**config.mk**
```make
export PLATFORM = sky130hd
export DESIGN_NAME = regfile_wb_slave_flat
export DESIGN_NICKNAME = d
export VERILOG_FILES = /design/src/hw/regfile_pkg.sv /design/src/hw/regfile_dbg_if.sv /design/src/hw/regfile_wb_slave.sv /design/src/flat_wrapper.sv
export SDC_FILE = /design/constraint.sdc
export NUM_CORES = 1
export LEC_CHECK = 0
export ABC_AREA = 1
export BUFFER_PORTS_ARGS = -buffer_cell sky130_fd_sc_hd__clkbuf_2
export CAP_MARGIN = 15
export CORE_MARGIN = 3
export CORE_UTILIZATION = 39
export DETAILED_ROUTE_END_ITERATION = 6
export PLACE_DENSITY = 0.95
export SLEW_MARGIN = 20
export SYNTH_ARGS = -nofsm -noshare
export SYNTH_HDL_FRONTEND = slang
export SYNTH_SLANG_ARGS = --single-unit
```
**constraint.sdc**
```tcl
create_clock -name clk_i -period 7.7 [get_ports clk_i]
set_clock_uncertainty 0.15 [all_clocks]
set_input_delay 0.385 -clock clk_i [delete_from_list [all_inputs] [get_ports clk_i]]
set_output_delay 0.385 -clock clk_i [all_outputs]
set_load 0.01 [all_outputs]
```
**src/hw/regfile_pkg.sv**
```systemverilog
/*
 * Register file package.
 * Sizes of the multi-ported register file, the port counts and the
 * index of the debug port, plus the address, data and bank types.
 */

`default_nettype none

package regfile_pkg;

  // register geometry
  localparam int unsigned DATA_WIDTH = 32;
  localparam int unsigned ADDR_WIDTH = 5;
  localparam int unsigned NUM_WORDS  = 2 ** ADDR_WIDTH;

  // external ports seen by the pipeline
  localparam int unsigned NR_COMMIT_PORTS  = 2;
  localparam int unsigned NR_OPERAND_PORTS = 2;

  // debug port is appended after the external ports on both sides
  localparam int unsigned NR_WRITE_PORTS = NR_COMMIT_PORTS + 1;
  localparam int unsigned NR_READ_PORTS  = NR_OPERAND_PORTS + 1;

  // highest index, so a debug write wins any same-cycle conflict
  localparam int unsigned DBG_PORT = 2;

  // enough bits to name any write bank
  localparam int unsigned BANK_SEL_WIDTH = 2;

  typedef logic [ADDR_WIDTH-1:0]     reg_addr_t;
  typedef logic [DATA_WIDTH-1:0]     reg_data_t;
  typedef logic [BANK_SEL_WIDTH-1:0] bank_sel_t;

endpackage

`default_nettype wire
```
**src/hw/regfile_dbg_if.sv**
```systemverilog
/*
 * Debug port interface.
 * One write and one read port of the register file, driven by the
 * Wishbone slave (master side) and served by the core (slave side).
 */

`default_nettype none

interface regfile_dbg_if import regfile_pkg::*; ();

  // write port
  reg_addr_t dbg_waddr;
  reg_data_t dbg_wdata;
  logic      dbg_we;
  // read port, combinational in the core
  reg_addr_t dbg_raddr;
  reg_data_t dbg_rdata;

  modport master (
    output dbg_waddr,
    output dbg_wdata,
    output dbg_we,
    output dbg_raddr,
    input  dbg_rdata
  );

  modport slave (
    input  dbg_waddr,
    input  dbg_wdata,
    input  dbg_we,
    input  dbg_raddr,
    output dbg_rdata
  );

endinterface

`default_nettype wire

```
**src/hw/regfile_wb_slave.sv**
```systemverilog
/*
 * Wishbone classic debug slave.
 * Turns single bus cycles into debug reads and writes of the register
 * file, with a registered one-cycle ack.
 */

`default_nettype none

module regfile_wb_slave import regfile_pkg::*; (
  input  logic                  clk_i,
  input  logic                  rst_ni,
  // Wishbone classic slave
  input  logic                  wb_cyc_i,
  input  logic                  wb_stb_i,
  input  logic                  wb_we_i,
  input  logic [31:0]           wb_adr_i,
  input  logic [DATA_WIDTH-1:0] wb_dat_i,
  output logic [DATA_WIDTH-1:0] wb_dat_o,
  output logic                  wb_ack_o,
  // debug port towards the core
  regfile_dbg_if.master         dbg
);

  // word address of the register, byte offset below it
  localparam int unsigned REG_LSB = 2;
  localparam int unsigned REG_MSB = REG_LSB + ADDR_WIDTH - 1;

  logic      start;
  logic      hit;
  logic      ack_q;
  logic      we_q;
  reg_data_t dat_q;

  // new access: request present and not already being acked
  // so the slave never acks two cycles in a row
  assign start = wb_cyc_i && wb_stb_i && !ack_q;

  // only word-aligned accesses inside the register window hit
  // anything else is acked, writes are dropped and reads return zero
  assign hit = (wb_adr_i[31:REG_MSB+1] == '0) && (wb_adr_i[REG_LSB-1:0] == '0);

  // ack and write strobe, both high for exactly the ack cycle
  always_ff @(posedge clk_i or negedge rst_ni) begin
    if (!rst_ni) begin
      ack_q <= 1'b0;
      we_q  <= 1'b0;
    end else begin
      ack_q <= start;
      we_q  <= start && wb_we_i && hit;
    end
  end

  // read data sampled at the start edge
  // gives the value from before any write of this cycle
  always_ff @(posedge clk_i) begin
    if (start && !wb_we_i) begin
      dat_q <= hit ? dbg.dbg_rdata : '0;
    end
  end

  // master holds address and data until ack,
  // so the bus can feed the debug port directly
  assign dbg.dbg_raddr = wb_adr_i[REG_MSB:REG_LSB];
  assign dbg.dbg_waddr = wb_adr_i[REG_MSB:REG_LSB];
  assign dbg.dbg_wdata = wb_dat_i;
  // register updates at the edge that ends the ack cycle
  assign dbg.dbg_we    = we_q;

  assign wb_ack_o = ack_q;
  assign wb_dat_o = dat_q;

endmodule

`default_nettype wire

```
**src/flat_wrapper.sv**
```systemverilog
// flat-port wrapper written by rule: the top's interface ports become plain ports
module regfile_wb_slave_flat import regfile_pkg::*;
  (clk_i, rst_ni, wb_cyc_i, wb_stb_i, wb_we_i, wb_adr_i, wb_dat_i, wb_dat_o, wb_ack_o, dbg_dbg_waddr, dbg_dbg_wdata, dbg_dbg_we, dbg_dbg_raddr, dbg_dbg_rdata);
  regfile_dbg_if dbg_i ();
  input  logic clk_i;
  input  logic rst_ni;
  input  logic wb_cyc_i;
  input  logic wb_stb_i;
  input  logic wb_we_i;
  input  logic [31:0] wb_adr_i;
  input  logic [DATA_WIDTH-1:0] wb_dat_i;
  output logic [DATA_WIDTH-1:0] wb_dat_o;
  output logic wb_ack_o;
  output wire logic [$bits(dbg_i.dbg_waddr)-1:0] dbg_dbg_waddr;
  output wire logic [$bits(dbg_i.dbg_wdata)-1:0] dbg_dbg_wdata;
  output wire logic [$bits(dbg_i.dbg_we)-1:0] dbg_dbg_we;
  output wire logic [$bits(dbg_i.dbg_raddr)-1:0] dbg_dbg_raddr;
  input wire logic [$bits(dbg_i.dbg_rdata)-1:0] dbg_dbg_rdata;
  assign dbg_dbg_waddr = dbg_i.dbg_waddr;
  assign dbg_dbg_wdata = dbg_i.dbg_wdata;
  assign dbg_dbg_we = dbg_i.dbg_we;
  assign dbg_dbg_raddr = dbg_i.dbg_raddr;
  assign dbg_i.dbg_rdata = dbg_dbg_rdata;
  regfile_wb_slave u_core (.clk_i(clk_i), .rst_ni(rst_ni), .wb_cyc_i(wb_cyc_i), .wb_stb_i(wb_stb_i), .wb_we_i(wb_we_i), .wb_adr_i(wb_adr_i), .wb_dat_i(wb_dat_i), .wb_dat_o(wb_dat_o), .wb_ack_o(wb_ack_o), .dbg(dbg_i));
endmodule
```
==> impl_metrics.ini, run 1 <==
[synthesis]
synth_area_um2 = 1830
synth_top_family_by_area = buffers and inverters
yosys.area_share.simple_pct = 15.0
yosysWarnings = 0
synth_fa_ha_area_share_pct = 0
ys_seq_elements = 34
synth_area_per_cell_um2 = 9.48
muxShareOfSynthArea_pct = 0
ys_seq_area_share_pct = 55.3
synth_compound_area_share_pct = 0
synth-xor-area-share_pct = 0
synth_fp_nets = 294
syn_inst = 193
yosysUniqueCellTypes = 13

[routing]
viasPerCell = 4.23
drt_wl_total_um = 3980
via_count = 1298
drtAntennaViolNets = 0
firstDrtPassIters = 4
post_drt_wl_per_cell_um = 13.0
drt_iter0_markers = 39
drc = 0

[cells_and_area]
stdcell_count = 307
finalNetCount = 355
final_cell_mix = 97 x clkbuf_2, 52 x inv_1, 33 x nor2_1
drive_gt1_share_pct = 46.7
fin_util_pct = 49.3
fin_area_um2 = 2190
final_common_cell = clkbuf_2
n_antenna_cell = 0
syn2layout_area_growth_pct = 19.8

[worst_setup_path]
cp_num_buf_inv = 1
cp-start-kind = flip-flop
cp.arrival_ns = 1.37
critPathCaptureType = flip-flop
path_delay_family = flip-flops
critPathMaxFanout = 32
required_ns = 7.49
cp_slowest_cell = dfrtp_1
cp_slowest_stage_delay_ns = 0.41
path_cells = nor4_2 -> buf_4
worstSetupPathType = flip-flop to flip-flop

[clock_network]
numCtsBuffers = 5
clk_pin_slew_ns = 0.07
cts_max_path_buffers = 2
cts_num_sinks = 34
cts_repair_resize_count = 0
ctsHoldBuffers = 1
clk_latency_ns = 0.28
cts_setup_buffers = 0
cts_tree = done
htree_levels = 2
cts_root_buffer = clkbuf_8

[die]
ios = 177
die_area_um2 = 5550
num_rows = 24
chipHeight_um = 74.5
core_um2 = 4440
initial_utilization_pct = 41.2
die_w_um = 74.5

[sta]
fmax_ghz = 0.633
rsz0062_at_grt = false
fin_crit_sh_pct = 20.5
whs_ns = 0.188
tns_ns = 0
finalHoldViolCount = 0
fin_ws_ns = 6.12
period_needed_ns = 1.58
max-slew-margin-rel_pct = 52.6
report.final.slew_viol_count = 0
setup_viol = 0
tightest_slew_ns = 0.709

[placement]
portBuffers = 97
dpl_cell_area_um2 = 2040
place.gp.congestion = 0.670
pre_cts_ws_ns = 5.82
dp_cells = 298
dp_hpwl_um = 3340

[run]
cap_violations = 0

[power_and_ir_drop]
powerDensity_nw_per_um2 = 194
ir_drop_mv = 0.0859
cellLeakagePower_nw = 1.26
power_mw = 0.426

[global_routing]
track_usage_pct = 13.5
overflow = 0
grt_pass1_wl_um = 5450
grt_pass1_vias = 1177
grt_max_degree = 34
antenna_found_initial = 0

[outcome]
status = complete, no violations

[worst_hold_path]
hold_path.class = input pin to flip-flop
Yosys cell counts (all sizes together):
cell type | count | area, um^2
and2 | 1 | 6.26
inv | 52 | 195
dfrtp | 2 | 50.1
edfxtp | 32 | 961
nor2 | 44 | 198
nor4 | 1 | 6.26
nor3 | 1 | 5.00
nand2 | 15 | 58.8
buf | 45 | 349
area by class of cell:
cell class,count,area [um^2]
sequential,34,1010
timing repair buffer,99,503
inverter,52,195
fill,413,2250
tap,52,65.1
clock inverter,3,68.8
multi-input combinational,62,280
clock buffer,5,68.8
worst reg2reg max path, stage by stage, from the launching register on:
cell and delay, ns:
dfrtp_1 0.41, nor4_2 0.26, buf_4 0.40
power breakdown:
part	internal [mW]	switching, mW	leakage (nW)
registers	0.202	0.000691	0.374
clock network	0.130	0.0636	0.0683
logic	0.0160	0.0139	0.815
total	0.348	0.0782	1.26
sequential cells by signal, summed over array words and instances (netlist names):
name,count
u_core.wb_dat_o,32
u_core.wb_ack_o,1
u_core.dbg.dbg_we,1
cells by family after synthesis:
kind of cell / Yosys count
buffers and inverters: 97
flip-flops: 34
AND/OR/NAND/NOR: 62
metal layers:
metal  track usage [%]  share of wire [%]  vias to the layer above
li1                  -                  -                      638
met1              9.63                 27                      549
met2              27.1                 57                       94
met3              6.08                 13                       17
met4              8.30                3.8                        0
met5                 0                  0                        -
path summary, 6_finish.rpt:
check / depth (start not counted) / from / slack, ns / endpoint
min in group asynchronous: 2 / rst_ni / 0.28 / u_core.dbg.dbg_we
max in group asynchronous: 2 / rst_ni / 7.02 / u_core.wb_ack_o
worst max-delay path: 2 / u_core.wb_ack_o / 6.12 / u_core.wb_dat_o[23]
worst min register to register: 1 / u_core.wb_ack_o / 0.39 / u_core.wb_ack_o
worst min-delay path: 3 / wb_we_i / 0.19 / u_core.dbg.dbg_we
worst max register to register: 2 / u_core.wb_ack_o / 6.12 / u_core.wb_dat_o[23]
Power figures use the tool's default switching activity.
==> run 2: changes to the inputs <==
--- a/config.mk
+++ b/config.mk
@@ -9,9 +9,9 @@
 export BUFFER_PORTS_ARGS = -buffer_cell sky130_fd_sc_hd__clkbuf_2
 export CAP_MARGIN = 15
 export CORE_MARGIN = 3
-export CORE_UTILIZATION = 39
+export CORE_UTILIZATION = 33
 export DETAILED_ROUTE_END_ITERATION = 6
-export PLACE_DENSITY = 0.95
+export PLACE_DENSITY = 0.88
 export SLEW_MARGIN = 20
 export SYNTH_ARGS = -nofsm -noshare
 export SYNTH_HDL_FRONTEND = slang
==> constraint.sdc (replaced) <==
create_clock -name clk_i -period 1.4 [get_ports clk_i]
set_clock_uncertainty 0.15 [all_clocks]
set_input_delay 0.07 -clock clk_i [delete_from_list [all_inputs] [get_ports clk_i]]
set_output_delay 0.07 -clock clk_i [all_outputs]
set_load 0.01 [all_outputs]
==> run 2 against run 1 <==
Sequential share of layout area shrank 12 points. Sequential cell count unchanged. Critical path depth unchanged. Clock-buffer cell count is the same. Combinational power rose to 14 times the previous value. First-iteration DRC count increased by 46%. Die area increased by 17%. Worst setup slack worse by 6.1 ns. Utilization increased by 7.7 points. Sequential power rose to 5.5 times the previous value. Fmax rose by 15%. Largest power group unchanged. Highest routed layer unchanged.
==> impl_metrics.ini, run 2 (synthesis gave the netlist of run 1 again) <==
[global_routing]
antenna_found_initial = 0
overflow = 0
grt_pass1_wl_um = 8490
track_usage_pct = 18.1
grt_pass1_vias = 1785
grt_max_degree = 18

[placement]
dp_hpwl_um = 3720
dpl_cell_area_um2 = 2130
portBuffers = 97
place.gp.congestion = 0.707

[cells_and_area]
fin_area_um2 = 2990
final_cell_mix = 97 x clkbuf_2, 74 x dlygate4sd3_1, 52 x inv_1
syn2layout_area_growth_pct = 63.3
finalNetCount = 434
largest_reg_flops = 32
fin_util_pct = 57.0
final_common_cell = clkbuf_2
drive_gt1_share_pct = 36.7

[worst_setup_path]
critPathCaptureType = flip-flop
cp_slowest_cell = dfrtp_1
path_cells = nor4_4 -> bufbuf_16
cp-start-kind = flip-flop
required_ns = 1.24
critPathMaxFanout = 14
cp_num_buf_inv = 1
cp_slowest_stage_delay_ns = 0.42
cp.arrival_ns = 1.21
path_delay_family = flip-flops
worstSetupPathType = flip-flop to flip-flop

[sta]
setup_viol = 0
report.final.slew_viol_count = 0
finalHoldViolCount = 0
whs_ns = 0.149
tightest_slew_ns = 0.277
max-slew-margin-rel_pct = 81.5
rsz0062_at_grt = true
fin_crit_sh_pct = 98.1
fmax_ghz = 0.728
period_needed_ns = 1.37

[die]
core_um2 = 5240
initial_utilization_pct = 34.9
die_area_um2 = 6470
die_w_um = 80.5
ios = 177
chipHeight_um = 80.5
num_rows = 26

[routing]
drt_iter0_markers = 57
drtAntennaViolNets = 0
drt_wl_total_um = 5890
firstDrtPassIters = 4
viasPerCell = 4.03
post_drt_wl_per_cell_um = 14.6
via_count = 1625
drc = 0

[clock_network]
cts_root_buffer = clkbuf_8
cts_repair_resize_count = 0
numCtsBuffers = 5
htree_levels = 2
clk_pin_slew_ns = 0.06
cts_tree = done
cts_num_sinks = 34
clk_latency_ns = 0.27
cts_max_path_buffers = 2

[power_and_ir_drop]
ir_drop_mv = 0.412
cellLeakagePower_nw = 1.58
powerDensity_nw_per_um2 = 718

[worst_hold_path]
hold_path.class = input pin to flip-flop

[outcome]
status = complete, no violations

[run]
cap_violations = 0
[run 2: worst paths after layout]
check                           startpoint             endpoint  slack [ns]  cells after the start
max                        u_core.wb_ack_o  u_core.wb_dat_o[12]        0.03                      2
min                           wb_adr_i[10]  u_core.wb_dat_o[23]        0.15                      6
min in group asynchronous           rst_ni    u_core.dbg.dbg_we        0.51                      3
max reg2reg                u_core.wb_ack_o  u_core.wb_dat_o[12]        0.03                      2
min reg2reg                u_core.wb_ack_o      u_core.wb_ack_o        0.49                      2
max in group asynchronous           rst_ni      u_core.wb_ack_o        0.47                      3
[run 2: metal layers]
metal,wire [um],vias up,track usage (%)
met1,1660,713,13.7
met2,3660,107,40.1
met3,483,9,5.04
li1,-,796,-
met5,0,-,0
met4,89,0,6.42
[run 2: power by group]
group | leakage (nW) | internal [mW] | switching, mW
Combinational | 1.17 | 0.241 | 0.168
Sequential | 0.374 | 1.11 | 0.00429
Clock | 0.0375 | 0.323 | 0.296
Total | 1.58 | 1.68 | 0.468
[run 2: tightest hold or removal path, cell delays in order]
cell and delay, ns:
clkbuf_2 0.07, nor2_1 0.03, nand2_1 0.04, nor2_1 0.05
nand2_2 0.10, nor2_1 0.05
[run 2: timing repair]
item	in CTS	in global routing
setup buffers	1	0
hold buffers	74	0
cloned	1	0
pin swaps	1	0
endpoints found under the hold margin	78	0
setup endpoints to repair	29	29
[run 2: final cells by class]
type	count	area, um^2
clock inverters	1	3.75
multi-input cells	62	289
flip-flops and latches	34	1010
well taps	70	87.6
repair buffers	178	1330
inverters	52	195
fillers	413	2250
clock buffers	5	68.8
diodes	1	2.50
[run 2: per-stage QoR]
step	power (mW)	setup slack, ns	setup TNS, ns	std cells
after floorplan	1.32	-0.768	-24.57	193
after CTS	2.16	0.0236	0	402
after detailed placement	1.31	-0.0256	-0.709	320
after global routing	2.25	-0.0227	-0.504	402
final	2.14	0.0267	0	403
after global placement	1.31	-0.0140	-0.361	320
